File: config.mk
export PLATFORM = sky130hd
export DESIGN_NAME = controlUnit
export DESIGN_NICKNAME = d
export VERILOG_FILES = /design/src/corePkg.sv /design/src/controlUnit.sv
export SDC_FILE = /design/constraint.sdc
export NUM_CORES = 1
export LEC_CHECK = 0
export BUFFER_PORTS_ARGS = -buffer_cell sky130_fd_sc_hd__buf_2
export CAP_MARGIN = 30
export CORE_AREA = 2 2 39 41
export DETAILED_ROUTE_END_ITERATION = 7
export DIE_AREA = 0 0 41 43
export SLEW_MARGIN = 20
export SYNTH_ARGS = -nofsm -noshare
export SYNTH_HDL_FRONTEND = slang
export SYNTH_SLANG_ARGS = --single-unit
File: constraint.sdc
create_clock -name vclk -period 1.8
set_input_delay 0.27 -clock vclk [all_inputs]
set_output_delay 0.27 -clock vclk [all_outputs]
set_load 0.01 [all_outputs]
File: src/corePkg.sv
package corePkg;

	// Datapath widths
	localparam int wordWidth = 32;
	localparam int regAddrWidth = 5;
	localparam int imemDepth = 64;
	localparam int dmemDepth = 64;

	typedef logic [wordWidth-1:0] wordT;
	typedef logic [regAddrWidth-1:0] regAddrT;
	// Word index into instruction memory
	typedef logic [$clog2(imemDepth)-1:0] pcT;
	// Word index into data memory
	typedef logic [$clog2(dmemDepth)-1:0] dAddrT;
	typedef logic [2:0] aluOpT;
	typedef logic [1:0] fwdSelT;

	// --------------------
	// Opcode field
	localparam logic [5:0] opRType = 6'h00;
	localparam logic [5:0] opAddi = 6'h08;
	localparam logic [5:0] opLw = 6'h23;
	localparam logic [5:0] opSw = 6'h2b;
	localparam logic [5:0] opBeq = 6'h04;
	localparam logic [5:0] opHalt = 6'h3f;

	// Function field of R-type
	localparam logic [5:0] fnAdd = 6'h20;
	localparam logic [5:0] fnSub = 6'h22;
	localparam logic [5:0] fnAnd = 6'h24;
	localparam logic [5:0] fnOr = 6'h25;
	localparam logic [5:0] fnSlt = 6'h2a;

	// --------------------
	// ALU operations
	localparam aluOpT aluAdd = 3'd0;
	localparam aluOpT aluSub = 3'd1;
	localparam aluOpT aluAnd = 3'd2;
	localparam aluOpT aluOr = 3'd3;
	localparam aluOpT aluSlt = 3'd4;

	// Operand sources
	localparam fwdSelT fwdRegFile = 2'd0;
	localparam fwdSelT fwdMemStage = 2'd1;
	localparam fwdSelT fwdWbStage = 2'd2;

	// Run handshake states
	typedef enum logic [1:0] {runIdle, runRunning, runDraining, runDone} runStateT;

endpackage

File: src/controlUnit.sv
`timescale 1ns/1ps

module controlUnit
(
	input logic [5:0] opcode,
	input logic [5:0] funct,
	output logic regWrite,
	output logic memToReg,
	output logic memWrite,
	output logic aluSrcImm,
	output logic regDst,
	output logic branch,
	output logic halt,
	output corePkg::aluOpT aluOp
);

	import corePkg::*;

	always_comb
	begin
		// Default is a no-op with nothing written
		regWrite = 1'b0;
		memToReg = 1'b0;
		memWrite = 1'b0;
		aluSrcImm = 1'b0;
		regDst = 1'b0;
		branch = 1'b0;
		halt = 1'b0;
		aluOp = aluAdd;
		case (opcode)
			opRType:
			begin
				// Only the kept functions write rd
				regDst = 1'b1;
				case (funct)
					fnAdd: {regWrite, aluOp} = {1'b1, aluAdd};
					fnSub: {regWrite, aluOp} = {1'b1, aluSub};
					fnAnd: {regWrite, aluOp} = {1'b1, aluAnd};
					fnOr: {regWrite, aluOp} = {1'b1, aluOr};
					fnSlt: {regWrite, aluOp} = {1'b1, aluSlt};
					default: regWrite = 1'b0;
				endcase
			end
			opAddi:
			begin
				regWrite = 1'b1;
				aluSrcImm = 1'b1;
			end
			opLw:
			begin
				// Address is base plus offset
				regWrite = 1'b1;
				memToReg = 1'b1;
				aluSrcImm = 1'b1;
			end
			opSw:
			begin
				memWrite = 1'b1;
				aluSrcImm = 1'b1;
			end
			opBeq:
			begin
				// Compare happens in decode
				branch = 1'b1;
				aluOp = aluSub;
			end
			opHalt: halt = 1'b1;
			default: halt = 1'b0;
		endcase
	end

endmodule

==> impl_metrics.toml <==
[route]
drt_pass1_iterations = 4
viasPerCell = 4.46
vias = 308
drtIter0Drc = 3
post_drt_wl_per_cell_um = 9.64
wl_um = 665
ant_nets = 0
drc_errors = 0

[final_layout]
syn_to_final_growth_pct = 87.2
design.seq.count = 0
drive_gt1_frac = 0.642
seq_area_um2 = 0
layout_commonest_cell = "buf_2"
antenna_cells_inserted = 0
final_nets = 67
design_area_um2 = 365
layout_common_cells = "21 x buf_2, 3 x buf_4"
final_util = 0.264
clock_buffers = 0

[placement]
pre_cts_ws_ns = -0.0944
post-dp-hpwl_um = 594
numPortBuffers = 22
gp_congestion = 0.654
placed_cell_area_um2 = 348

[die]
die_area_um2 = 1760
coreArea_um2 = 1380
die_w_um = 41
ioPinCount = 22
row_count = 14
die_h_um = 43
initial_core_util = 0.141

[sta]
hold_violations = 0
fin_crit_sh = 0.977
fmax_ghz = 0.569
worst_slack_ns = 0.0420
tns_ns = 0
max_slew_margin = 0.846
rsz0062_at_grt = "true"
setup_violations = 0
finalCriticalPeriod_ns = 1.76
slew_viol_final = 0
worst_pin_slew_ns = 0.228

[setup_path]
crit_type = "input pin to output pin"
critPathCaptureType = "output pin"
crit_fanout = 3
cp.required_ns = 1.53
crit_chain = "buf_6, or3_4, or4_4, nor4_2, buf_2"
max_stage_delay_ns = 0.45
critPathTopFamily = "simple AND/OR/NAND/NOR gates"
start_kind = "input pin"
cp.buffers_inverters = 2
arrival_ns = 1.49
slowest_stage = "or4_4"

[run_status]
status = "finished clean"

[synthesis]
synth_top_family_by_area = "simple AND/OR/NAND/NOR gates"
synth_fa_ha_area_frac = 0
synth_nets = 40
synth-xor-area-share = 0
yosys.area_share.simple = 0.750
seq_area_frac_synth = 0
postSynthAreaPerCell_um2 = 6.97
synth_cell_types = 21
synth_compound_area_frac = 0.212
synthMuxAreaShare = 0
synthCells = 28
yosys_warnings = 0
syn_area_um2 = 195

[global_routing]
grt_overflow_total = 0
grt_pass1_vias = 263
grt_max_degree = 8
antenna_found_initial = 0
grt_pass1_wl_um = 972
grtUsageTotal = 0.0739

[power]
p_total_uw = 50.8
ir_worst_vdd_mv = 0.0476
power_density_nw_per_um2 = 139
p_leak_nw = 0.173

[hold_path]
worstHoldPathType = "input pin to output pin"

[flow_run]
maxCapViolCount = 0

[clock_tree]
cts_setup_buffers = 0
cts_hold_buf = 0
[final timing paths]
| check | start | to | slack, ns | depth (start not counted) |
|---|---|---|---|---|
| hold / removal | funct[3] | aluOp[1] | 0.83 | 3 |
| setup / recovery | opcode[0] | aluOp[1] | 0.04 | 5 |
[final cells by class]
cell class,instances,area [um^2]
fill,166,1020
inverter,2,7.51
multi-input combinational,26,199
tap,16,20.0
timing repair buffer,25,139
[what timing repair did]
action	in CTS	in global routing
pin swaps	1	2
gates cloned	0	0
setup endpoints to repair	2	3
resized for setup	1	2
hold endpoints to repair	0	0
[metrics by stage]
step                hold WS, ns  instances
floorplan                 0.574         28
global placement          0.828         69
detailed placement        0.843         69
CTS                       0.841         69
global route              0.853         69
finish                    0.833         69
[power breakdown]
group	leakage [nW]	switching (mW)	internal, mW
combinational	0.173	0.0247	0.0261
clock	0	0	0
sequential	0	0	0
total	0.173	0.0247	0.0261
[cell usage after synthesis, drive strengths merged (2+ instances only)]
cell    instances  share of area
nor3            3          0.077
inv             2          0.038
nand2b          2          0.064
nand3           2          0.051
nor2            2          0.038
or2             2          0.064
or3             2          0.096
[metal layers]
metal / GRT usage / vias to the layer above / wire, um
li1: - / 161 / -
met1: 0.0791 / 133 / 266
met2: 0.144 / 14 / 309
met3: 0.0157 / 0 / 89
met4: 0 / 0 / 0
met5: 0 / - / 0
[logic make-up after synthesis]
group | count (synthesis)
AO/OA/AOI/OAI | 5
AND/OR/NAND/NOR | 21
buffers and inverters | 2
(Power assumes the default switching activity.)
