**config.mk**
```make
export PLATFORM = sky130hd
export DESIGN_NAME = instrMem
export DESIGN_NICKNAME = d
export VERILOG_FILES = /design/src/corePkg.sv /design/src/instrMem.sv
export SDC_FILE = /design/constraint.sdc
export NUM_CORES = 2
export LEC_CHECK = 0
export ABC_AREA = 1
export BUFFER_PORTS_ARGS = -buffer_cell sky130_fd_sc_hd__buf_2
export CORE_UTILIZATION = 25
export DETAILED_ROUTE_END_ITERATION = 7
export PLACE_DENSITY_LB_ADDON = 0.1
export SYNTH_ARGS = -nofsm -noshare
export SYNTH_HDL_FRONTEND = slang
export SYNTH_SLANG_ARGS = --single-unit
```
**constraint.sdc**
```tcl
create_clock -name clk -period 6.9 [get_ports clk]
set_input_delay 0.69 -clock clk [delete_from_list [all_inputs] [get_ports clk]]
set_output_delay 0.69 -clock clk [all_outputs]
set_load 0.005 [all_outputs]
```
**src/corePkg.sv**
```systemverilog
package corePkg;

	// Datapath widths
	localparam int wordWidth = 32;
	localparam int regAddrWidth = 5;
	localparam int imemDepth = 64;
	localparam int dmemDepth = 64;

	typedef logic [wordWidth-1:0] wordT;
	typedef logic [regAddrWidth-1:0] regAddrT;
	// Word index into instruction memory
	typedef logic [$clog2(imemDepth)-1:0] pcT;
	// Word index into data memory
	typedef logic [$clog2(dmemDepth)-1:0] dAddrT;
	typedef logic [2:0] aluOpT;
	typedef logic [1:0] fwdSelT;

	// --------------------
	// Opcode field
	localparam logic [5:0] opRType = 6'h00;
	localparam logic [5:0] opAddi = 6'h08;
	localparam logic [5:0] opLw = 6'h23;
	localparam logic [5:0] opSw = 6'h2b;
	localparam logic [5:0] opBeq = 6'h04;
	localparam logic [5:0] opHalt = 6'h3f;

	// Function field of R-type
	localparam logic [5:0] fnAdd = 6'h20;
	localparam logic [5:0] fnSub = 6'h22;
	localparam logic [5:0] fnAnd = 6'h24;
	localparam logic [5:0] fnOr = 6'h25;
	localparam logic [5:0] fnSlt = 6'h2a;

	// --------------------
	// ALU operations
	localparam aluOpT aluAdd = 3'd0;
	localparam aluOpT aluSub = 3'd1;
	localparam aluOpT aluAnd = 3'd2;
	localparam aluOpT aluOr = 3'd3;
	localparam aluOpT aluSlt = 3'd4;

	// Operand sources
	localparam fwdSelT fwdRegFile = 2'd0;
	localparam fwdSelT fwdMemStage = 2'd1;
	localparam fwdSelT fwdWbStage = 2'd2;

	// Run handshake states
	typedef enum logic [1:0] {runIdle, runRunning, runDraining, runDone} runStateT;

endpackage

```
**src/instrMem.sv**
```systemverilog
`timescale 1ns/1ps

module instrMem
(
	input logic clk,
	input logic we,
	input corePkg::pcT wAddr,
	input corePkg::wordT wData,
	input corePkg::pcT rAddr,
	output corePkg::wordT rData
);

	import corePkg::*;

	// Program storage, one instruction per word
	wordT mem [imemDepth];

	// Host load port
	always_ff @(posedge clk)
	begin
		if (we)
		begin
			mem[wAddr] <= wData;
		end
	end

	// Fetch reads without a clock
	assign rData = mem[rAddr];

endmodule

```
==> reports/qor.yml <==
outcome: "finished clean"
synth_area_sq_um: 82100
p_per_area_nw_per_um2: 289
place.detailed.hpwl_microns: 159000
vias_per_cell: 4.66
period_share_pct: 68.1
cts_tree: "built"
drive_gt1_share_pct: 9.20
dieArea_sq_um: 331000
regMostFlops: "mem"
final.setup.worst_slack_ns: 2.20
nNetsFinal: 6841
ant_nets: 0
coreArea_sq_um: 327000
yosysUniqueCellTypes: 15
syn_inst: 6737
cts_buffer_depth: 4
grt_pass1_wl_microns: 424000
start_util_pct: 25.1
critPathMaxFanout: 103
gr-total-overflow: 0
postSynthNetCount: 6783
synth_top_family_by_area: "simple AND/OR/NAND/NOR gates"
min_path_type: "in -> reg"
setup_viol_count_final: 0
ys.flop_type: "edfxtp_1"
rsz0062_at_grt: "false"
endpoint_kind: "output port"
async_flop_share_pct: 0
muxShareOfSynthArea_pct: 0
fin_cells: 11300
drt_iter0_drc: 4567
netlist.area_leader.share_pct: 74.9
ys_seq_area_share_pct: 74.9
endpoint: "rData[18]"
cp.required_ns: 6.21
synth-adder-area-share_pct: 0
worstPathArrival_ns: 4.01
detail_route.wl_per_cell_microns: 26.8
cts-buffers-inserted: 236
dp_worst_setup_slack_ns: 2.22
grt_use_total_pct: 18.0
port_buffers: 77
synth_common_cells: "2,248 x nand2_1, 2,048 x edfxtp_1, 1,907 x nand3_1"
path_clk_slew_ns: 0.05
die_y_microns: 575
cts.sinks: 2048
cts_setup_buffers: 0
fmax_ghz: 0.213
ys_ff_latch: 2048
root_buffer: "clkbuf_16"
yosysMostFrequentCell: "nand2_1"
cts_resized: 0
peakVddDrop_mv: 0.210
holdWs_ns: 0.156
dp.cells: 10900
rows: 210
via_count: 52900
grt_antenna_before_repair: 23
area_growth_pct: 16.0
drv_slew: 0
hold_buffers: 0
fin_tns_setup_ns: 0
synth_xor_area_share_pct: 0
utilization_pct: 29.1
dr.pass1.iters: 6
static-leakage-power_nw: 32.5
wirelength_microns: 304000
yosys.area_share.simple_pct: 22.3
largest_register_ffs: 2048
post-synth-top-area-cell: "edfxtp_1"
hold_viol: 0
synth_edf_count: 2048
tightest_slew_ns: 1.23
synth_warnings: 0
grt_pass1_vias: 51900
max_slew_margin_pct: 17.8
io_pins: 78
grt_max_degree: 158
synth_compound_area_share_pct: 0
h-tree-depth: 4
timing.critical_path.from: "rAddr[1]"
die_w_microns: 575
start_kind: "input port"
critical_path_class: "in -> out"
fin_crit_ns: 4.70
max_cap_viol_count: 0
drc: 0
synth.avg_cell_area_sq_um: 12.2
synth_area_leaders: "edfxtp_1 75%, nand3_1 12%, nand2_1 10%, buf_2 1.7%, buf_4 0.41%"
gp_congestion: 0.791
reg.largest.list: "mem: 2048 flops"
cell families after synthesis:
family | Yosys count
AND/OR/NAND/NOR | 4228
flip-flops | 2048
buffers and inverters | 461
per-stage QoR:
step                      power (W)  area (sq um)
final                        0.0276         95200
after CTS                    0.0279         95200
after global placement       0.0159         88000
after global routing         0.0284         95200
after floorplan              0.0149         82100
after detailed placement     0.0159         88000
power by group:
part | internal, W | switching [W] | total (W)
sequential | 0.0138 | 0.0000172 | 0.0138
clock | 0.00677 | 0.00518 | 0.0120
combinational | 0.000387 | 0.00141 | 0.00180
area by class of cell:
| cell class | instances | area (sq um) |
|---|---|---|
| fill | 33400 | 232000 |
| antenna | 16 | 40.0 |
| tap | 4346 | 5440 |
| clock inverter | 131 | 1000 |
| inverter | 12 | 86.3 |
| clock buffer | 293 | 6140 |
| multi-input combinational | 4228 | 18800 |
| sequential | 2048 | 61500 |
| timing repair buffer | 269 | 2230 |
cell usage in the layout, fill, tap and decap left out:
cell	n
clkbuf_1	56
buf_8	3
clkinv_2	41
clkinv_1	65
clkbuf_8	1
inv_4	1
inv_2	1
inv_16	2
inv_8	3
inv_6	2
clkinv_8	4
clkinvlp_4	3
nand3_1	1907
clkinv_4	1
buf_12	29
buf_4	164
nor2_4	56
nor4_2	8
nand2_1	2248
clkbuf_16	237
edfxtp_1	2048
diode_2	16
buf_2	72
bufinv_16	14
inv_1	6
nand4_1	9
worst max-delay path: stages:
cell,delay [ns]
buf_8,0.32
buf_12,0.50
buf_4,0.66
nand3_1,0.16
nand3_1,0.12
nand2_1,0.08
nand2_1,0.06
nand3_1,0.21
nand3_1,0.43
nand2_1,0.21
buf_2,0.18
layer usage:
layer | part of all wire (%) | global-route usage, % | vias to the layer above | wire [microns]
li1 | - | - | 24200 | -
met1 | 47 | 25.5 | 27200 | 143000
met2 | 46 | 29.1 | 1195 | 141000
met3 | 3.8 | 1.84 | 353 | 11600
met4 | 2.8 | 5.20 | 0 | 8640
met5 | 0 | 0 | - | 0
how the worst min path moves through the flow:
stage	startpoint	to	slack [ns]	depth (start not counted)
2_1_floorplan	wData[0]	mem[0][0]$_DFFE_PP_	0.79	0
3_3_place_gp	wData[18]	mem[63][18]$_DFFE_PP_	1.01	1
3_5_place_dp	wData[18]	mem[63][18]$_DFFE_PP_	1.02	1
4_1_cts	wData[18]	mem[59][18]$_DFFE_PP_	0.1	1
5_1_grt	wData[18]	mem[58][18]$_DFFE_PP_	0.14	1
6_report	wData[18]	mem[59][18]$_DFFE_PP_	0.16	1
Note: power is estimated with default switching activity, not from simulation.
