--- src/corePkg.sv ---
package corePkg;

	// Datapath widths
	localparam int wordWidth = 32;
	localparam int regAddrWidth = 5;
	localparam int imemDepth = 64;
	localparam int dmemDepth = 64;

	typedef logic [wordWidth-1:0] wordT;
	typedef logic [regAddrWidth-1:0] regAddrT;
	// Word index into instruction memory
	typedef logic [$clog2(imemDepth)-1:0] pcT;
	// Word index into data memory
	typedef logic [$clog2(dmemDepth)-1:0] dAddrT;
	typedef logic [2:0] aluOpT;
	typedef logic [1:0] fwdSelT;

	// --------------------
	// Opcode field
	localparam logic [5:0] opRType = 6'h00;
	localparam logic [5:0] opAddi = 6'h08;
	localparam logic [5:0] opLw = 6'h23;
	localparam logic [5:0] opSw = 6'h2b;
	localparam logic [5:0] opBeq = 6'h04;
	localparam logic [5:0] opHalt = 6'h3f;

	// Function field of R-type
	localparam logic [5:0] fnAdd = 6'h20;
	localparam logic [5:0] fnSub = 6'h22;
	localparam logic [5:0] fnAnd = 6'h24;
	localparam logic [5:0] fnOr = 6'h25;
	localparam logic [5:0] fnSlt = 6'h2a;

	// --------------------
	// ALU operations
	localparam aluOpT aluAdd = 3'd0;
	localparam aluOpT aluSub = 3'd1;
	localparam aluOpT aluAnd = 3'd2;
	localparam aluOpT aluOr = 3'd3;
	localparam aluOpT aluSlt = 3'd4;

	// Operand sources
	localparam fwdSelT fwdRegFile = 2'd0;
	localparam fwdSelT fwdMemStage = 2'd1;
	localparam fwdSelT fwdWbStage = 2'd2;

	// Run handshake states
	typedef enum logic [1:0] {runIdle, runRunning, runDraining, runDone} runStateT;

endpackage

--- src/regFile.sv ---
`timescale 1ns/1ps

module regFile
(
	input logic clk,
	input logic rstN,
	input corePkg::regAddrT rAddrA,
	input corePkg::regAddrT rAddrB,
	output corePkg::wordT rDataA,
	output corePkg::wordT rDataB,
	input logic we,
	input corePkg::regAddrT wAddr,
	input corePkg::wordT wData
);

	import corePkg::*;

	// Registers 1 to 31, register zero has no storage
	wordT regs [1:31];
	logic writeLive;

	assign writeLive = we && (wAddr != '0);

	always_ff @(posedge clk)
	begin
		if (!rstN)
		begin
			for (int i = 1; i < 32; i++)
			begin
				regs[i] <= '0;
			end
		end
		else if (writeLive)
		begin
			regs[wAddr] <= wData;
		end
	end

	// Write-through so decode sees the value retiring this cycle
	assign rDataA = (rAddrA == '0) ? '0 :
		(writeLive && wAddr == rAddrA) ? wData : regs[rAddrA];
	assign rDataB = (rAddrB == '0) ? '0 :
		(writeLive && wAddr == rAddrB) ? wData : regs[rAddrB];

endmodule

--- config.mk ---
export PLATFORM = sky130hd
export DESIGN_NAME = regFile
export DESIGN_NICKNAME = d
export VERILOG_FILES = /design/src/corePkg.sv /design/src/regFile.sv
export SDC_FILE = /design/constraint.sdc
export NUM_CORES = 2
export LEC_CHECK = 0
export BUFFER_PORTS_ARGS = -buffer_cell sky130_fd_sc_hd__buf_2
export CAP_MARGIN = 0
export CELL_PAD_IN_SITES_DETAIL_PLACEMENT = 1
export CELL_PAD_IN_SITES_GLOBAL_PLACEMENT = 1
export CORE_MARGIN = 3
export CORE_UTILIZATION = 49
export DETAILED_ROUTE_END_ITERATION = 10
export GPL_TIMING_DRIVEN = 0
export HOLD_SLACK_MARGIN = 0.05
export PLACE_DENSITY = 0.77
export RECOVER_POWER = 50
export SYNTH_ARGS = -nofsm -noshare
export SYNTH_HDL_FRONTEND = slang
export SYNTH_SLANG_ARGS = --single-unit
--- constraint.sdc ---
create_clock -name clk -period 4.5 [get_ports clk]
set_input_delay 0.9 -clock clk [delete_from_list [all_inputs] [get_ports clk]]
set_output_delay 0.9 -clock clk [all_outputs]
set_load 0.03 [all_outputs]
==> metrics <==
outcome complete, but fails checks; failing checks capacitance limit, slew limit, setup timing; CTS Buf Count 112; Yosys top cell area share 55.41%; share of cells above drive strength 1 23.32%; die area 117300 µm²; drt wl/cell 44.01 µm; max frequency 214.7 MHz; fin area 63860 µm²; max-cap viol count 16; Clock Path Buffers 3; syn_area_per_cell 14.24 µm²; CP max FO 10; DRT Wirelength 254.6 mm; Congestion Overflow GR 0; CTS tree built; multiplexer share of the synthesized area 21.91%; Leak 21.83 nW; Main synth FF type edfxtp_1; Largest regs regs x1024; min-delay worst type primary input to register; fillers 10532; CP Launch Type primary input; fin cells 5786; Synth Area in Simple Gates 13.23%; fraction of registers with async set/reset 0%; cts hold-fix bufs 0; global-route wire length before repair 340.9 mm; Synthesis Warnings 0; Post-Place Cell Area 59060 µm²; vias in the first global route 40926; initial antenna violation count 16; CP Data Arrival Time 3.76 ns; num rows 122; Peak VDD IR 280.9 µV; First DRT Iteration DRCs 8226; #FFs+latches synth 1024; Via-to-Cell Ratio 7.196; RSZ-0062 raised after global routing true; Root Buffer clkbuf_16; GR Util All Layers 42.95%; CP required 3.60 ns; number of synthesized flops with an enable pin 1024; cells after synthesis 3897; I/O pin total 114; power density cells 389.9 nW/µm²; Tcrit/Tclk final 103.5%; Synth Area in Adders 0%; worst setup margin -0.1582 ns; Biggest register regs; commonest non-fill, non-tap cells in the layout 1024 x edfxtp_1, 522 x and2_1, 472 x and2_0, 369 x mux4_2, 271 x clkbuf_1; Seq/Total Area, Yosys 55.41%; Area Overhead vs Synth 15.08%; final RePlAce weighted congestion 1.051; Detail Route Antenna Nets 0; largest family of logic cells by synthesized area multiplexers; CTS H-tree depth 3; post-synthesis compound-gate area fraction 5.770%; cell accounting for the most synthesized area edfxtp_1; Worst setup EP type output pin; Tmin final 4.658 ns; pin count of the biggest net entering global routing 24; top cells by area, synth edfxtp_1 55%, mux4_2 15%, and2_1 11%, mux2i_1 4.7%, clkbuf_1 1.9%; core region area 111600 µm²; I/O Buffers 104; # clock sinks 1024; Final nets 4239; # DRC 0; slew margin rel. -21.59%; clock slew at reported path FFs 0.06 ns; Die H 342.5 µm; HPWL Detailed 181.8 mm; synthesized-area fraction occupied by xor and xnor cells 0.1578%; Placed Cells incl. Taps 5553; max-slew violations 196; Setup Viol. Count Final 60; Starting Density 49.73%; Die Wd 342.5 µm; Hold Vio Cnt, Final 0; max reg flops 1024; Vias 41636; synth unique cells 56; synthesized area 55490 µm²; DRT Pass-1 Iters 6; most common cell after layout, fill and taps aside edfxtp_1; kind of critical path primary input to output pin; Worst-Margin Slew 1.812 ns
## cell families after synthesis
| group | Yosys count |
|---|---|
| XOR/XNOR | 10 |
| AND/OR/NAND/NOR | 1253 |
| flip-flops | 1024 |
| multiplexers | 740 |
| AO/OA/AOI/OAI | 452 |
| buffers and inverters | 417 |
| other | 1 |
## per-layer routing
layer | share of wire (%) | GRT usage, %
met1 | 35 | 56.04
met2 | 42 | 60.09
met3 | 16 | 16.95
met4 | 7.3 | 26.87
met5 | 0.0051 | 0
## what timing repair did
action,in CTS,in global routing
hold endpoints to repair,0,0
resized for setup,285,107
setup buffers,9,5
pin swaps,7,4
setup endpoints to repair,64,58
gates cloned,0,1
## synth_stat cells (27+ instances only)
cell type	instances
nor2_1	76
mux2i_1	263
a2111oi_0	27
clkbuf_1	282
and2_1	993
a211oi_1	44
a21oi_1	75
nand2_1	123
o22ai_1	76
a32o_1	32
mux4_2	369
o21ai_0	41
mux2_1	73
buf_2	69
buf_4	27
o221ai_1	33
edfxtp_1	1024
mux2_2	35
a22oi_1	45
## layout make-up
type | count | area [µm²] | share of cell area [%]
sequential | 1024 | 30750 | 48.15
multi-input combinational | 2487 | 23630 | 37.00
clock buffer | 131 | 2895 | 4.534
buffer | 409 | 2600 | 4.071
tap | 1488 | 1862 | 2.915
timing repair buffer | 152 | 1270 | 1.989
clock inverter | 77 | 800.8 | 1.254
antenna | 15 | 37.54 | 0.05878
inverter | 3 | 16.27 | 0.02547
## metrics by stage
stage	worst slack [ns]	total power, W	utilization, %	TNS, ns	hold WS (ns)
final	-0.1582	0.02490	57.23	-3.379	0.6605
after global routing	-0.03461	0.02520	57.20	-0.1020	0.6670
after CTS	0.001029	0.02453	57.10	0	0.4955
after detailed placement	-2.110	0.01503	52.93	-72.06	1.251
after global placement	-3.745	0.01489	51.97	-3146.42	1.250
after floorplan	0.04348	0.01334	-	0	0.9989
## worst max-delay path: stages
cell and delay, ns:
buf_2 0.28, buf_6 0.31, buf_6 0.34, mux4_2 0.36
mux2i_1 0.57, a2111oi_0 0.27, a211oi_2 0.36, a21oi_1 0.12
buf_2 0.20
## where the power goes
part / switching, W / internal, W / leakage [nW]
registers: 0.000310 / 0.0110 / 9.75
logic: 0.00260 / 0.00131 / 10.3
clock network: 0.00419 / 0.00545 / 1.81
## path summary, 6_finish.rpt
kind,cells past startpoint,endpoint,from
worst max-delay path,9,rDataA[17],rAddrA[1]
worst min-delay path,1,regs[0][29],wData[29]
Power figures use the tool's default switching activity.
