$ cat src/corePkg.sv
package corePkg;

	// Datapath widths
	localparam int wordWidth = 32;
	localparam int regAddrWidth = 5;
	localparam int imemDepth = 64;
	localparam int dmemDepth = 64;

	typedef logic [wordWidth-1:0] wordT;
	typedef logic [regAddrWidth-1:0] regAddrT;
	// Word index into instruction memory
	typedef logic [$clog2(imemDepth)-1:0] pcT;
	// Word index into data memory
	typedef logic [$clog2(dmemDepth)-1:0] dAddrT;
	typedef logic [2:0] aluOpT;
	typedef logic [1:0] fwdSelT;

	// --------------------
	// Opcode field
	localparam logic [5:0] opRType = 6'h00;
	localparam logic [5:0] opAddi = 6'h08;
	localparam logic [5:0] opLw = 6'h23;
	localparam logic [5:0] opSw = 6'h2b;
	localparam logic [5:0] opBeq = 6'h04;
	localparam logic [5:0] opHalt = 6'h3f;

	// Function field of R-type
	localparam logic [5:0] fnAdd = 6'h20;
	localparam logic [5:0] fnSub = 6'h22;
	localparam logic [5:0] fnAnd = 6'h24;
	localparam logic [5:0] fnOr = 6'h25;
	localparam logic [5:0] fnSlt = 6'h2a;

	// --------------------
	// ALU operations
	localparam aluOpT aluAdd = 3'd0;
	localparam aluOpT aluSub = 3'd1;
	localparam aluOpT aluAnd = 3'd2;
	localparam aluOpT aluOr = 3'd3;
	localparam aluOpT aluSlt = 3'd4;

	// Operand sources
	localparam fwdSelT fwdRegFile = 2'd0;
	localparam fwdSelT fwdMemStage = 2'd1;
	localparam fwdSelT fwdWbStage = 2'd2;

	// Run handshake states
	typedef enum logic [1:0] {runIdle, runRunning, runDraining, runDone} runStateT;

endpackage

$ cat src/dataMem.sv
`timescale 1ns/1ps

module dataMem
(
	input logic clk,
	input logic we,
	input corePkg::dAddrT addr,
	input corePkg::wordT wData,
	output corePkg::wordT rData
);

	import corePkg::*;

	// Contents survive reset and carry over between runs
	wordT mem [dmemDepth];

	// Store lands on the clock edge
	always_ff @(posedge clk)
	begin
		if (we)
		begin
			mem[addr] <= wData;
		end
	end

	// Load data is ready in the same cycle
	assign rData = mem[addr];

endmodule

$ cat config.mk
export PLATFORM = sky130hd
export DESIGN_NAME = dataMem
export DESIGN_NICKNAME = d
export VERILOG_FILES = /design/src/corePkg.sv /design/src/dataMem.sv
export SDC_FILE = /design/constraint.sdc
export NUM_CORES = 2
export LEC_CHECK = 0
export BUFFER_PORTS_ARGS = -buffer_cell sky130_fd_sc_hd__buf_2
export CORE_MARGIN = 5
export CORE_UTILIZATION = 50
export DETAILED_ROUTE_END_ITERATION = 10
export PLACE_DENSITY = 0.7
export RECOVER_POWER = 100
export SYNTH_ARGS = -nofsm -noshare
export SYNTH_HDL_FRONTEND = slang
export SYNTH_SLANG_ARGS = --single-unit
$ cat constraint.sdc
create_clock -name clk -period 7.3 [get_ports clk]
set_clock_uncertainty 0.15 [all_clocks]
set_input_delay 0.73 -clock clk [delete_from_list [all_inputs] [get_ports clk]]
set_output_delay 0.73 -clock clk [all_outputs]
set_load 0.02 [all_outputs]
==> results.md <==
* Tmin final at ~6500 ps
* CP Capture Type: flip-flop
* Crit path launch: addr[1]
* Crit path launch type: input port
* Crit path max fanout at 57
* Pleak at 27.7 nW
* Core Footprint at 0.156 mm²
* Cell with the most instances on the worst path: clkbuf_1
* Yosys warns at 0
* Hold-critical path endpoint: mem[24][31]
* Max Cap Viol at around 110
* Synth Cell Area at 0.0783 mm²
* Total Die Area at 0.165 mm²
* Unrepaired setup endpoints after global routing: no
* Vias at 43500
* Final instance area at between 0.08 and 0.09 mm²
* Nets at 4378
* Top Registers: mem (2048)
* Prevailing post-synth register cell: edfxtp_1
* Peak Freq at 153 MHz
* Arrival time worst endpoint at between 6000 and 7000 ps
* TritonCTS clock tree: done
* Register area share after synthesis at 0.786
* First-pass GRT wire length at 304000 µm
* Final setup vio count at 0
* GRT Residual Overflow at 0
* Syn Area/Cell at 18.6 µm²
* Initial antenna violation count at 25
* Setup ws final at 777 ps
* Stages on worst setup path at 6
* Std-Cell Rows at 145
* CP bufs+invs at 3
* Slowest CP cell: nor2_1
* Syn nets at 4247
* Cell variety after synth at 55
* Number of flip-flops under the largest register name at roughly 2000
* 1st-iter DRT viols at 6721
* Post-CTS Setup Repair Bufs at 0
* Post-DP HPWL at 120000 µm
* Maximum number of pins on one net before global-route repair at 99
* IO Pins at 72
* Cell chain of the critical path: buf_8 > nor2b_1 > clkbuf_1 > nand3_1 > nor2_1 > clkbuf_1
* Routed wire length per instance at ~32 µm
* Die width at ~410 µm
* Slowest stage delay, CP at ~1700 ps
* Largest Register: mem
* Placement Cell Area at 0.0818 mm²
* Initial Util at 0.502
* CTS Hold Bufs at 0
* H-Tree Depth at 4
* Slew Limit Fails at 3667
* Clock Sinks at 2048
* TritonRoute pass-1 iters at 8
* Worst rel slew slack at -1.54
* Top cells by area, synth: edfxtp_1, mux2i_1, mux4_2, mux2_2, a221oi_1
* CP required at 7570 ps
* Yosys top cell by area: edfxtp_1
* Violated checks: capacitance limit, slew limit
* Synth-to-Final Area Change at 11.3%
* Share of layout cells above drive strength 1 at 0.148
* Worst hold path depth at 4
* CTS Buf Count at 191
* Count of antenna-violating nets left after detailed routing at 0
* Peak supply drop at 0.176 mV
* Hold_ws at 846 ps
* DR vias/cell at 6.63
* Number of flops mapped to enable cells by yosys at approximately 2000
* Post-synth ARST share at 0
* Post-synthesis sequential element count at 2048
* Sum Neg Setup Slack at 0 ps
* Clk slew on worst S/H paths at roughly 60 ps
* Crit share post-route at 0.894
* Setup CP Type: in2reg
* Post-Place Setup Slack at between 1500 and 2000 ps
* GRT Util Overall at 0.257
* Root Driver: clkbuf_16
* Residual DRC at 0
* Syn Inst Count at 4207
* Post-Route WL at roughly 210000 µm
* HP Class: in2reg
* Vias in the first global route at approximately 42000
* Synth top area share at 0.786
* Pwr dens at 276 mW/mm²
* Maximum root-to-sink buffer count at 3
* Post-CTS Resized at 0
* Port bufs at 71
* GPL Wtd Cong at 0.855
* Final Hold Vio Count at 0
* Top delay family on crit path: simple AND/OR/NAND/NOR gates
* Vert. Die Dim at about 400 µm
* Status: finished, violations left
* Actual slew at the worst max-slew pin at 3800 ps
* Hold path start: we
through the flow:
step	util	instances	total power, W
after floorplan	-	4207	0.0140
after global placement	0.525	6203	0.0146
after detailed placement	0.525	6203	0.0146
after CTS	0.563	6551	0.0241
after global routing	0.559	6556	0.0247
final	0.559	6559	0.0240
routing by layer:
| metal | share of wire | global-route usage | routed length (µm) |
|---|---|---|---|
| met1 | 0.38 | 0.362 | 80900 |
| met2 | 0.46 | 0.389 | 97800 |
| met3 | 0.13 | 0.0764 | 27500 |
| met4 | 0.031 | 0.0818 | 6630 |
| met5 | 0.00083 | 0.00268 | 177 |
tightest hold or removal path: cells and delay by family:
| kind | cells | cell delay (ps) |
|---|---|---|
| and+or+nand+nor | 3 | 730 |
| buffers and inverters | 1 | 160 |
cells by family (layout without fill, tap and decap cells):
logic type / Yosys count / after routing / synth area share
flip-flops: 2048 / 2048 / 0.786
AO/OA/AOI/OAI: 933 / 933 / 0.0873
multiplexers: 502 / 502 / 0.0819
AND/OR/NAND/NOR: 424 / 424 / 0.0283
buffers and inverters: 300 / 586 / 0.0170
other: 0 / 8 / 0
cells in the mapped netlist (all sizes together) (3+ instances only):
cell type / count
edfxtp: 2048
mux2i: 259
a22oi: 188
a221oi: 175
clkbuf: 169
mux2: 147
nor2: 145
buf: 129
a21oi: 121
mux4: 96
o22ai: 93
and3: 85
o21ai: 85
o22a: 70
a22o: 66
nand3: 54
a31oi: 43
nand2: 28
nor3: 22
nand2b: 18
a211oi: 17
a222oi: 16
a2111oi: 15
a221o: 15
o2bb2ai: 15
or4: 15
nor4: 14
or4b: 14
nor2b: 8
o221ai: 6
and2: 5
or3: 4
nand4: 3
placed cells by master, fill, tap and decap left out, types with 70 or more instances in the layout:
| cell | count |
|---|---|
| o21ai_0 | 84 |
| o22ai_1 | 93 |
| a22oi_1 | 188 |
| a21oi_1 | 121 |
| buf_4 | 81 |
| and3_1 | 85 |
| nor2_1 | 125 |
| clkbuf_1 | 160 |
| clkbuf_16 | 195 |
| a221oi_1 | 175 |
| mux2_2 | 147 |
| mux2i_1 | 259 |
| mux4_2 | 96 |
| o22a_1 | 70 |
| edfxtp_1 | 2048 |
layout make-up:
class	instances	area (µm²)
Antenna cell	8	20.0
Tap cell	2058	2570
Multi-Input combinational cell	1859	15700
Sequential cell	2048	61500
Inverter	2	15.0
Clock buffer	242	5060
Timing Repair Buffer	236	1380
Fill cell	11600	68900
Clock inverter	106	952
where the power goes:
| part | internal, W | switching [W] | total, W |
|---|---|---|---|
| Combinational | 0.000363 | 0.000937 | 0.00130 |
| Clock | 0.00540 | 0.00425 | 0.00964 |
| Sequential | 0.0131 | 0.0000179 | 0.0131 |
| Total | 0.0188 | 0.00520 | 0.0240 |
worst max path at each step:
stage,endpoint
after floorplan,mem[15][0]
after global placement,rData[22]
after detailed placement,rData[22]
after CTS,rData[22]
after global routing,mem[62][29]
final,mem[62][29]
No activity file was read; power rests on OpenSTA's default activity.
