[config.mk]
export PLATFORM = sky130hd
export DESIGN_NAME = forwardUnit
export DESIGN_NICKNAME = d
export VERILOG_FILES = /design/src/corePkg.sv /design/src/forwardUnit.sv
export SDC_FILE = /design/constraint.sdc
export NUM_CORES = 1
export LEC_CHECK = 0
export BUFFER_PORTS_ARGS = -buffer_cell sky130_fd_sc_hd__buf_2
export CAP_MARGIN = 0
export CORE_AREA = 2 2 39 41
export DETAILED_ROUTE_END_ITERATION = 10
export DIE_AREA = 0 0 41 43
export PLACE_DENSITY_LB_ADDON = 0.3
export SLEW_MARGIN = 20
export SYNTH_ARGS = -nofsm -noshare
export SYNTH_HDL_FRONTEND = slang
export SYNTH_SLANG_ARGS = --single-unit
export TNS_END_PERCENT = 20
[constraint.sdc]
create_clock -name vclk -period 1.3
set_clock_uncertainty 0.05 [all_clocks]
set_input_delay 0.13 -clock vclk [all_inputs]
set_output_delay 0.13 -clock vclk [all_outputs]
set_load 0.01 [all_outputs]
[src/corePkg.sv]
package corePkg;

	// Datapath widths
	localparam int wordWidth = 32;
	localparam int regAddrWidth = 5;
	localparam int imemDepth = 64;
	localparam int dmemDepth = 64;

	typedef logic [wordWidth-1:0] wordT;
	typedef logic [regAddrWidth-1:0] regAddrT;
	// Word index into instruction memory
	typedef logic [$clog2(imemDepth)-1:0] pcT;
	// Word index into data memory
	typedef logic [$clog2(dmemDepth)-1:0] dAddrT;
	typedef logic [2:0] aluOpT;
	typedef logic [1:0] fwdSelT;

	// --------------------
	// Opcode field
	localparam logic [5:0] opRType = 6'h00;
	localparam logic [5:0] opAddi = 6'h08;
	localparam logic [5:0] opLw = 6'h23;
	localparam logic [5:0] opSw = 6'h2b;
	localparam logic [5:0] opBeq = 6'h04;
	localparam logic [5:0] opHalt = 6'h3f;

	// Function field of R-type
	localparam logic [5:0] fnAdd = 6'h20;
	localparam logic [5:0] fnSub = 6'h22;
	localparam logic [5:0] fnAnd = 6'h24;
	localparam logic [5:0] fnOr = 6'h25;
	localparam logic [5:0] fnSlt = 6'h2a;

	// --------------------
	// ALU operations
	localparam aluOpT aluAdd = 3'd0;
	localparam aluOpT aluSub = 3'd1;
	localparam aluOpT aluAnd = 3'd2;
	localparam aluOpT aluOr = 3'd3;
	localparam aluOpT aluSlt = 3'd4;

	// Operand sources
	localparam fwdSelT fwdRegFile = 2'd0;
	localparam fwdSelT fwdMemStage = 2'd1;
	localparam fwdSelT fwdWbStage = 2'd2;

	// Run handshake states
	typedef enum logic [1:0] {runIdle, runRunning, runDraining, runDone} runStateT;

endpackage

[src/forwardUnit.sv]
`timescale 1ns/1ps

module forwardUnit
(
	input corePkg::regAddrT rsDecode,
	input corePkg::regAddrT rtDecode,
	input corePkg::regAddrT rsExec,
	input corePkg::regAddrT rtExec,
	input corePkg::regAddrT writeRegMem,
	input corePkg::regAddrT writeRegWb,
	input logic regWriteMem,
	input logic regWriteWb,
	output corePkg::fwdSelT fwdADecode,
	output corePkg::fwdSelT fwdBDecode,
	output corePkg::fwdSelT fwdAExec,
	output corePkg::fwdSelT fwdBExec
);

	import corePkg::*;

	// Newest producer wins, register zero never forwards
	function automatic fwdSelT selectSrc(input regAddrT src, input logic allowWb);
		if (regWriteMem && writeRegMem != '0 && writeRegMem == src)
		begin
			return fwdMemStage;
		end
		if (allowWb && regWriteWb && writeRegWb != '0 && writeRegWb == src)
		begin
			return fwdWbStage;
		end
		return fwdRegFile;
	endfunction

	// Comparator in decode
	// Write-back already reaches it through the register file
	assign fwdADecode = selectSrc(rsDecode, 1'b0);
	assign fwdBDecode = selectSrc(rtDecode, 1'b0);

	// ALU operands in execute
	assign fwdAExec = selectSrc(rsExec, 1'b1);
	assign fwdBExec = selectSrc(rtExec, 1'b1);

endmodule

==> summary.md <==
| Metric | Value |
|---|---|
| Util after Layout | `between 50% and 60%` |
| Max incr delay on CP | `0.54 ns` |
| Setup-failing EPs final | `6` |
| Max-cap violations | `0` |
| Routed vias | `roughly 530` |
| Post-Route WL | `1.24 mm` |
| ANT cells | `0` |
| Final period util | `120%` |
| Initial antenna violation count | `0` |
| Worst path slowest cell | `or4_4` |
| Vias in the first global route | `about 560` |
| Finished Layout Cells | `115` |
| Hold_sp | `regWriteWb` |
| CP Capture Type | `output pin` |
| Via density | `4.58` |
| Core ar. | `approximately 1400 sq um` |
| RSZ-0062 raised after global routing | `yes` |
| Sequential area share after synthesis | `0%` |
| Max Slew Vio Count | `0` |
| Most frequent cell after synthesis | `xnor2_1` |
| Pre-antenna DRT Iters | `4` |
| Gr ovfl total | `0` |
| Slack of the critical path | `-0.255 ns` |
| Maximum VDD drop | `0.115 mV` |
| Critical Path Start Type | `primary input` |
| Starting Density | `roughly a third` |
| Synth Warn # | `0` |
| Synth area leaders | `xnor2_1, xor2_1, nor4_2` |
| CP Depth | `6` |
| Top-area cell type share of the netlist area | `a little over two fifths` |
| Net count, final | `~130` |
| Syn avg cell area | `about 8.1 sq um` |
| Initial DRC Count | `4` |
| Largest area contributor in the netlist | `xnor2_1` |
| Outcome | `finished, violations left` |
| Io pins | `40` |
| Leakage | `approximately 0.33 nW` |
| WL/cell | `10.8 microns` |
| Site row count | `14` |
| Worst EP required | `approximately 1.1 ns` |
| CP Class | `in -> out` |
| Largest net degree at the start of global routing | `5` |
| Critical Path Fanout Max | `3` |
| Total GRT Usage | `about 16%` |
| Fill cells | `138` |
| HP Class | `in -> out` |
| Die H | `~43 microns` |
| Clk_buf instances | `0` |
| Cells after DPL | `between 100 and 150` |
| Hold depth | `4` |
| Post-CTS Hold Buffers | `0` |
| Die Width | `a little over 40 microns` |
| Seq cells | `0` |
| Worst EP arrival | `1.37 ns` |
| Post-synth top cells | `xnor2_1, xor2_1, nand3_1, nor4_2` |
| FMAX | `643 MHz` |
| Post-detailed-route count of antenna-violating nets | `0` |
| Layout cell share with drive strength beyond 1 | `a little under three fifths` |
| FF+latch area | `0 sq um` |
| Minimum clock period | `roughly 1.6 ns` |
| First-pass GRT wire length | `2.04 mm` |
| IO buf count | `38` |
| Overall power | `around 240 uW` |
| Crit-path cells | `buf_6 -> or4_4 -> o21ai_4 -> nor4_4 -> nor4_2 -> buf_2` |
| Worst hold path endpoint | `fwdBExec[1]` |
| GP Congestion | `~0.62` |
| Die ar. | `1760 sq um` |
| Synth cell types | `17` |
| Drt drc | `0` |
| Mapped Cells | `56` |
| Top cell family by delay on the critical path | `simple AND/OR/NAND/NOR gates` |
| Cell area after synthesis | `roughly 450 sq um` |
| Final hold vios | `0` |
| Post-DP HPWL | `about 1.2 mm` |
| CP Buf/Inv Count | `2` |
| Area growth from synthesis to layout | `63.4%` |
| Pwr dens | `approximately 320 nW/um^2` |
| Hold WS | `0.560 ns` |
| Failing checks | `setup timing` |
==> stage by stage <==
stage | setup TNS, ns | setup WS [ns] | cell area, sq um
floorplan | -0.511 | -0.256 | 455
global placement | -1.01 | -0.263 | 704
detailed placement | -1.07 | -0.278 | 704
CTS | -1.09 | -0.280 | 704
global route | -1.53 | -0.319 | 738
finish | -1.27 | -0.255 | 738
==> worst max path at each step <==
stage	from	slack, ns	endpoint
after floorplan	writeRegMem[4]	-0.26	fwdAExec[1]
after global placement	writeRegMem[1]	-0.26	fwdBExec[1]
after detailed placement	writeRegMem[1]	-0.28	fwdAExec[1]
after CTS	writeRegMem[1]	-0.28	fwdAExec[1]
after global routing	writeRegMem[3]	-0.32	fwdAExec[1]
final	writeRegMem[3]	-0.25	fwdAExec[1]
==> cell usage in the layout (no fill, tap or decap), drive strengths merged <==
| master | netlist | routed |
|---|---|---|
| xnor2 | 22 | 22 |
| conb | 1 | 2 |
| or4 | 2 | 2 |
| nand4 | 2 | 2 |
| nor4 | 6 | 6 |
| buf | 4 | 49 |
| o21ai | 1 | 1 |
| nand2 | 2 | 2 |
| nor2 | 1 | 1 |
| xor2 | 8 | 8 |
| nand3 | 4 | 4 |
==> power by group <==
part / internal (mW) / switching, mW / total (mW)
Sequential: 0 / 0 / 0
Combinational: 0.129 / 0.107 / 0.236
Clock: 0 / 0 / 0
==> cell type report <==
class	instances	area (sq um)	share of cell area, %
tap	16	20.0	2.71
multi-input combinational	50	429	58.1
timing repair buffer	49	289	39.2
==> kinds of logic (layout without fill, tap and decap cells) <==
kind of cell | count (synthesis) | count (layout) | synth area share (%)
AOI/OAI and AO/OA | 1 | 1 | 3.60
and+or+nand+nor | 17 | 17 | 27.7
buffers and inverters | 7 | 49 | 9.69
xor gates and xnor gates | 30 | 30 | 58.2
other | 1 | 2 | 0.830
==> timing repair <==
| action | in CTS | in global routing |
|---|---|---|
| setup endpoints to repair | 6 | 6 |
| gates resized for setup | 0 | 5 |
| pin swaps | 0 | 6 |
| setup buffers | 0 | 1 |
| cloned | 0 | 0 |
==> worst min-delay path, cell delays in order <==
cell,delay (ns)
buf_2,0.10
nand4_1,0.07
nor4_2,0.04
buf_2,0.13
==> layer usage <==
layer / up-vias / share of wire [%] / global-route usage (%)
met5: - / 0 / 0
met4: 0 / 0 / 0
met3: 0 / 7.3 / 0
met2: 26 / 59 / 31.6
met1: 229 / 34 / 17.4
li1: 272 / - / -
No activity file was read; power rests on OpenSTA's default activity.
