**config.mk**
```make
export PLATFORM = sky130hd
export DESIGN_NAME = alu
export DESIGN_NICKNAME = d
export VERILOG_FILES = /design/src/corePkg.sv /design/src/alu.sv
export SDC_FILE = /design/constraint.sdc
export NUM_CORES = 1
export LEC_CHECK = 0
export BUFFER_PORTS_ARGS = -buffer_cell sky130_fd_sc_hd__buf_4
export CAP_MARGIN = 10
export CORE_MARGIN = 2
export CORE_UTILIZATION = 45
export DETAILED_ROUTE_END_ITERATION = 10
export GPL_TIMING_DRIVEN = 0
export PLACE_DENSITY = 0.69
export SYNTH_ARGS = -nofsm -noshare
export SYNTH_HDL_FRONTEND = slang
export SYNTH_SLANG_ARGS = --single-unit
```
**constraint.sdc**
```tcl
create_clock -name vclk -period 5.3
set_clock_uncertainty 0.2 [all_clocks]
set_input_delay 0.53 -clock vclk [all_inputs]
set_output_delay 0.53 -clock vclk [all_outputs]
set_load 0.05 [all_outputs]
```
**src/corePkg.sv**
```systemverilog
package corePkg;

	// Datapath widths
	localparam int wordWidth = 32;
	localparam int regAddrWidth = 5;
	localparam int imemDepth = 64;
	localparam int dmemDepth = 64;

	typedef logic [wordWidth-1:0] wordT;
	typedef logic [regAddrWidth-1:0] regAddrT;
	// Word index into instruction memory
	typedef logic [$clog2(imemDepth)-1:0] pcT;
	// Word index into data memory
	typedef logic [$clog2(dmemDepth)-1:0] dAddrT;
	typedef logic [2:0] aluOpT;
	typedef logic [1:0] fwdSelT;

	// --------------------
	// Opcode field
	localparam logic [5:0] opRType = 6'h00;
	localparam logic [5:0] opAddi = 6'h08;
	localparam logic [5:0] opLw = 6'h23;
	localparam logic [5:0] opSw = 6'h2b;
	localparam logic [5:0] opBeq = 6'h04;
	localparam logic [5:0] opHalt = 6'h3f;

	// Function field of R-type
	localparam logic [5:0] fnAdd = 6'h20;
	localparam logic [5:0] fnSub = 6'h22;
	localparam logic [5:0] fnAnd = 6'h24;
	localparam logic [5:0] fnOr = 6'h25;
	localparam logic [5:0] fnSlt = 6'h2a;

	// --------------------
	// ALU operations
	localparam aluOpT aluAdd = 3'd0;
	localparam aluOpT aluSub = 3'd1;
	localparam aluOpT aluAnd = 3'd2;
	localparam aluOpT aluOr = 3'd3;
	localparam aluOpT aluSlt = 3'd4;

	// Operand sources
	localparam fwdSelT fwdRegFile = 2'd0;
	localparam fwdSelT fwdMemStage = 2'd1;
	localparam fwdSelT fwdWbStage = 2'd2;

	// Run handshake states
	typedef enum logic [1:0] {runIdle, runRunning, runDraining, runDone} runStateT;

endpackage

```
**src/alu.sv**
```systemverilog
`timescale 1ns/1ps

module alu
(
	input corePkg::wordT a,
	input corePkg::wordT b,
	input corePkg::aluOpT op,
	output corePkg::wordT y
);

	import corePkg::*;

	always_comb
	begin
		case (op)
			aluAdd: y = a + b;
			aluSub: y = a - b;
			aluAnd: y = a & b;
			aluOr: y = a | b;
			// Signed compare, result in bit 0
			aluSlt: y = wordT'($signed(a) < $signed(b));
			default: y = '0;
		endcase
	end

endmodule

```
==> results of run 1 <==
final cells by class:
type                       instances  area, um^2
multi-input combinational        608        4300
tap                              136         170
inverter                          92         345
timing repair buffer              98         736
buffer                            43         180
fill                            1081        4640
logic make-up after synthesis:
logic type	after synthesis	share of synthesized area (%)
muxes	7	1.51
xor gates and xnor gates	22	4.00
AOI/OAI and AO/OA	254	34.6
and+or+nand+nor	218	20.9
adders and majority gates	107	28.1
buffers and inverters	135	10.9
cells in the final DEF, fill, tap and decap left out, drive strengths merged, types with 3 or more instances in the layout:
master,n
a21oi,69
nor3,16
xnor2,16
a31oi,12
a311o,3
inv,91
ha,105
nand3,12
and2,3
o21ai,46
o22ai,7
nand2,51
and3,3
nor2b,14
nand2b,8
a2111oi,3
o211ai,13
xor2,6
o31ai,7
o211a,3
clkbuf,29
or3,10
a22oi,3
buf,112
a211oi,23
o21bai,16
or2,3
mux2i,5
o21a,4
nor2,83
a21o,20
nand4,6
metrics by stage:
| step | power, W | util [%] | hold WS (ns) | setup slack (ns) |
|---|---|---|---|---|
| final | 0.000698 | 55.2 | 1.51 | 0.703 |
| after global routing | 0.000756 | 55.2 | 1.56 | 0.545 |
| after CTS | 0.000688 | 55.2 | 1.51 | 0.763 |
| after detailed placement | 0.000684 | 55.2 | 1.50 | 0.779 |
| after global placement | 0.000679 | 55.2 | 1.49 | 0.776 |
| after floorplan | 0.000473 | - | 1.36 | 0.956 |
per-layer routing:
| layer | up-vias | wire (um) |
|---|---|---|
| li1 | 2809 | - |
| met1 | 2693 | 7570 |
| met2 | 270 | 8630 |
| met3 | 36 | 1100 |
| met4 | 0 | 402 |
| met5 | - | 0 |
final timing paths:
path  slack (ns)  endpoint
max         0.70     y[29]
min         1.51     y[31]
Yosys cell counts (3+ instances only):
master     instances
o21ai_1            5
inv_1             91
and3_1             3
nor2b_1           14
o21ai_0           41
o22ai_1            7
a21o_1            20
nand3_1           12
clkbuf_1          28
mux2i_1            5
o31ai_1            6
xor2_1             6
o21bai_1          16
or3_1             10
a211oi_1          22
o211ai_1          13
a22oi_1            3
buf_2              5
o211a_1            3
or2_2              3
nor3_1            16
buf_1              7
o21a_1             4
nand2_1           51
a311o_1            3
xnor2_1           16
nand4_1            6
a2111oi_0          3
ha_1             105
a21oi_1           69
a31oi_1           12
nor2_1            83
and2_1             3
nand2b_1           8
critical path, stage by stage:
cell and delay, ns:
buf_4 0.09, inv_1 0.06, ha_1 0.34, clkbuf_1 0.38
nand4_1 0.20, nor3_1 0.17, nand4_1 0.12, o211a_1 0.22
a21oi_1 0.30, nand2_1 0.17, o311ai_1 0.52, a2111oi_0 0.18
or3_1 0.37, buf_4 0.20
report_power, final:
| part | switching (W) | internal (W) |
|---|---|---|
| combinational | 0.000444 | 0.000253 |
| clock | 0 | 0 |
| sequential | 0 | 0 |
| total | 0.000444 | 0.000253 |
==> summary.md, run 1 <==
| Metric | Value |
|---|---|
| RSZ-0062 raised after global routing | `no` |
| HP Start | `b[31]` |
| Pwr per Cell Area | `approximately 120 nW/um^2` |
| Seq/Total Area, Yosys | `0%` |
| Lkg Pwr | `~2.9 nW` |
| Met2 GRT Util | `approximately 54%` |
| Tot GR Track Use | `29.9%` |
| Die Height | `108 um` |
| FFs & Latches | `0` |
| Fin crit share | `between 80% and 90%` |
| Tmin final | `roughly 4.6 ns` |
| Wire length of the first global-routing pass | `27800 um` |
| Placed cell count | `about 980` |
| Final cell count without fillers | `977` |
| Most used routing layer | `met2` |
| Via count | `slightly below 6000` |
| Setup bufs post-CTS | `0` |
| Post-DP HPWL | `14100 um` |
| Share of layout cells above drive strength 1 | `13.8%` |
| Register area | `0 um^2` |
| Final hold vios | `0` |
| Routed len/inst | `18.1 um` |
| Starting Density | `between 40% and 50%` |
| Initial DRC count | `394` |
| Post-synth top area share | `27.3%` |
| # DRC | `0` |
| Required @ worst endpoint | `4.57 ns` |
| Crit Path Class | `in2out` |
| Crit Path Max Fanout | `10` |
| DRT antenna net count | `0` |
| Routability congestion estimate | `roughly 0.96` |
| Hold bufs inserted after CTS | `0` |
| Achievable frequency | `218 MHz` |
| Worst rel slew slack | `43.1%` |
| Hold depth | `5` |
| Area growth, synth to finish | `18.8%` |
| CP Launch Type | `primary input` |
| Die W | `108 um` |
| IO Count | `99` |
| Synth area leader | `ha_1` |
| Post-DP Area | `5730 um^2` |
| Initial antenna violation count | `0` |
| Synth top area cells | `ha_1 27%, a21oi_1 7.2%, inv_1 7.1%` |
| Syn Area/Cell | `6.49 um^2` |
| Status | `finished, final reports clean` |
| Hold Path Class | `in2out` |
| Netlist cell types | `66` |
| Post-Route Setup TNS | `0 ns` |
| Syn. warnings | `0` |
| Worst Setup End Kind | `output pin` |
| Total core area | `10400 um^2` |
| Mapped cell area | `4820 um^2` |
| Die ar. | `11600 um^2` |
| Clock buffers | `0` |
| Worst-Margin Slew | `0.854 ns` |
| Largest net degree at the start of global routing | `11` |
| Worst Setup SP | `b[16]` |
| Met3 GRT Util | `1.57%` |
| Num rows | `37` |
| Router iterations before antenna repair | `5` |
| # nets final | `1017` |
| CTS resizes | `0` |
| Max-cap violations | `0` |
| Mapped Cells | `743` |
| ANT cells | `0` |
| Critical Path AT | `3.87 ns` |
| Max Slew Vio Count | `0` |
| Drt via density | `a little under 6` |
| Total grt overflow | `0` |
| Peak supply drop | `0.0612 mV` |
| # setup viols final | `0` |
| Vias in the first global route | `~5500` |
| Design area | `5730 um^2` |
| Port Buffers | `slightly below 100` |
| Nets in the synthesized netlist | `917` |
| Met1 usage | `38.5%` |
| Routed wire length | `17700 um` |
No activity file was read; power rests on OpenSTA's default activity.
==> run 2, diff against run 1 <==
ABC_AREA = 1   (was default)
PLACE_DENSITY = 0.67   (was 0.69)
==> summary.md, run 2 <==
| Metric | Value |
|---|---|
| DRT antenna net count | `0 (unchanged)` |
| Synth cell count leaders | `317 x nand2_1, 234 x inv_1, 105 x ha_1, 103 x nand3_1, 103 x nor2_1` |
| Routed wire length | `22900 um (+29%)` |
| Sw Share | `68.6% (+4.9 points)` |
| Max layer used | `met5` |
| Int Pwr | `0.000252 W (-0.62%)` |
| Setup bufs post-CTS | `0 (unchanged)` |
| Largest net degree at the start of global routing | `11 (unchanged)` |
| Port Buffers | `99 (+1.0%)` |
| Area growth, synth to finish | `16.1%` |
| Clock power share | `0% (unchanged)` |
| Initial antenna violation count | `1 (+1)` |
| Fin crit share | `68.2% (-19 points)` |
| Tot GR Track Use | `31.6% (+1.7 points)` |
| Most common cell after layout, fill and taps aside | `nand2_1` |
| Hold depth | `4 (-1)` |
| Met1 wire length | `10500 um (+39%)` |
| # DRC | `0 (unchanged)` |
| CP cell instances | `buf_4 -> inv_1 -> ha_1 -> fa_1 -> inv_1 -> nand3_1 -> nand2_1 -> nand2_1 -> nand2_2 -> nand2_2 -> nand2_2 -> nand2_1 -> nand3_1 -> nand3_2 -> a21oi_2 -> buf_4` |
| Worst rel slew slack | `47.6% (+4.5 points)` |
| Max Slew Vio Count | `0 (unchanged)` |
| Peak supply drop | `0.0519 mV (-15%)` |
| IO Count | `99 (unchanged)` |
| Mapped cell area | `5980 um^2 (+24%)` |
| Worst Setup End Kind | `output pin` |
| Mapped Cells | `1136 (+53%)` |
| Comb pwr share | `100.0% (about the same)` |
| Post-Route Setup TNS | `0 ns (unchanged)` |
| Total core area | `13100 um^2 (+27%)` |
| Clock buffers | `0 (unchanged)` |
| Worst Hold End | `y[0]` |
| Delay-heaviest family, CP | `simple AND/OR/NAND/NOR gates` |
| Most frequent cell after synthesis | `nand2_1` |
| CP Launch Type | `primary input` |
| Status | `finished, final reports clean` |
| Syn Area/Cell | `5.27 um^2 (-19%)` |
| Die Height | `119 um (+11%)` |
| Met2 WL | `9810 um (+14%)` |
| Vias in the first global route | `6929 (+26%)` |
| FFs & Latches | `0 (unchanged)` |
| Hold bufs inserted after CTS | `0 (unchanged)` |
| # nets final | `1411 (+39%)` |
| Via count | `7487 (+29%)` |
| Tmin final | `3.62 ns (-0.981 ns)` |
| Wire length on met3 | `1780 um (+62%)` |
| Synth area leader | `ha_1` |
| ANT cells | `0 (unchanged)` |
| Crit Path Max Fanout | `4 (-6)` |
| CTS resizes | `0 (unchanged)` |
| Netlist cell types | `38 (-42%)` |
| CP max-delay cell | `fa_1` |
| Register area | `0 um^2 (unchanged)` |
| Routability congestion estimate | `0.966 (+0.51%)` |
| Most frequent cells in the layout | `317 x nand2_1, 234 x inv_1, 107 x buf_4` |
| Lkg Pwr | `4.14 nW (+44%)` |
| Achievable frequency | `277 MHz (+27%)` |
| Max-cap violations | `0 (unchanged)` |
| P_sw | `0.000550 W (+24%)` |
| RSZ-0062 raised after global routing | `no` |
| Total grt overflow | `0 (unchanged)` |
| Required @ worst endpoint | `4.57 ns (about the same)` |
| CP peak stage delay | `0.42 ns (-0.10 ns)` |
| Wire length of the first global-routing pass | `35700 um (+29%)` |
| Critical Path AT | `2.89 ns (-0.98 ns)` |
| # setup viols final | `0 (unchanged)` |
| Hold Path Class | `in2out` |
| Worst-Margin Slew | `0.786 ns (-0.0681 ns)` |
| Initial DRC count | `613 (+56%)` |
| Drt via density | `5.31 (-11%)` |
| Post-DP HPWL | `19800 um (+40%)` |
| CP Buf/Inv Count | `4 (unchanged)` |
| Die W | `119 um (+11%)` |
| Crit Path Class | `in2out` |
| Syn. warnings | `0 (unchanged)` |
| Finished Core Util | `52.9% (-2.3 points)` |
| Nets in the synthesized netlist | `1310 (+43%)` |
| Share of layout cells above drive strength 1 | `13.7% (-0.11 points)` |
| Post-synth top area share | `22.0% (-5.3 points)` |
| Num rows | `42 (+14%)` |
| Seq/Total Area, Yosys | `0% (unchanged)` |
| Starting Density | `45.6% (-0.94 points)` |
| HP Start | `op[2]` |
| Synth top area cells | `ha_1 22%, nand2_1 20%, inv_1 15%` |
| Router iterations before antenna repair | `5 (unchanged)` |
| Final hold vios | `0 (unchanged)` |
| Worst hold slack | `1.31 ns (-0.196 ns)` |
| Routed len/inst | `16.2 um (-10%)` |
| Sequential Power Share | `0% (unchanged)` |
| Die ar. | `14200 um^2 (+23%)` |
| Pwr per Cell Area | `115 nW/um^2 (-5.2%)` |
-- run 2: changes by cell type after synthesis, sizes merged, moves of 14 or more --
cell	change
a211oi	-23
a21o	-20
clkbuf	-22
inv	+155
nand2	+284
nand3	+92
nor2	+25
nor2b	-14
xnor2	-16
-- run 2: layer usage --
layer / vias up / track usage [%]
met5: - / 0
met4: 2 / 9.19
met3: 43 / 2.54
met2: 305 / 50.9
met1: 3364 / 45.1
li1: 3773 / -
-- run 2: cells by family (layout without fill, tap and decap cells) --
group                    Yosys count  count (layout)  share of synthesized area (%)
AND/OR/NAND/NOR                  587             587                           42.1
buffers and inverters            268             367                           18.3
AO/OA/AOI/OAI                    173             173                           16.8
adder cells (fa/ha/maj)          107             107                           22.6
XOR/XNOR                           1               1                          0.146
-- run 2: worst max-delay path by stage --
stage,from,to,depth (start not counted)
after floorplan,a[0],y[0],14
after global routing,a[0],y[0],16
after CTS,a[0],y[0],16
after global placement,a[0],y[0],16
after detailed placement,a[0],y[0],16
final,a[0],y[0],16
-- run 2: final cells by class --
type                            count  area, um^2
Fill cell                        1504        6190
Multi-Input combinational cell    868        4890
Inverter                          246         923
Timing Repair Buffer               99         743
Tap cell                          176         220
Buffer                             22         174
-- run 2: power groups by stage --
stage,Clock [W],Sequential [W],Combinational (W)
2_1_floorplan,0,0,0.000530
6_report,0,0,0.000802
5_1_grt,0,0,0.000873
3_5_place_dp,0,0,0.000784
4_1_cts,0,0,0.000788
3_3_place_gp,0,0,0.000783
-- run 2: per-stage QoR --
step / std cells / area (um^2) / power (W) / setup slack (ns)
final: 1411 / 6950 / 0.000802 / 1.68
after global routing: 1411 / 6950 / 0.000873 / 1.57
after CTS: 1411 / 6950 / 0.000788 / 1.73
after detailed placement: 1411 / 6950 / 0.000784 / 1.75
after global placement: 1411 / 6950 / 0.000783 / 1.80
after floorplan: 1136 / 5980 / 0.000530 / 2.20
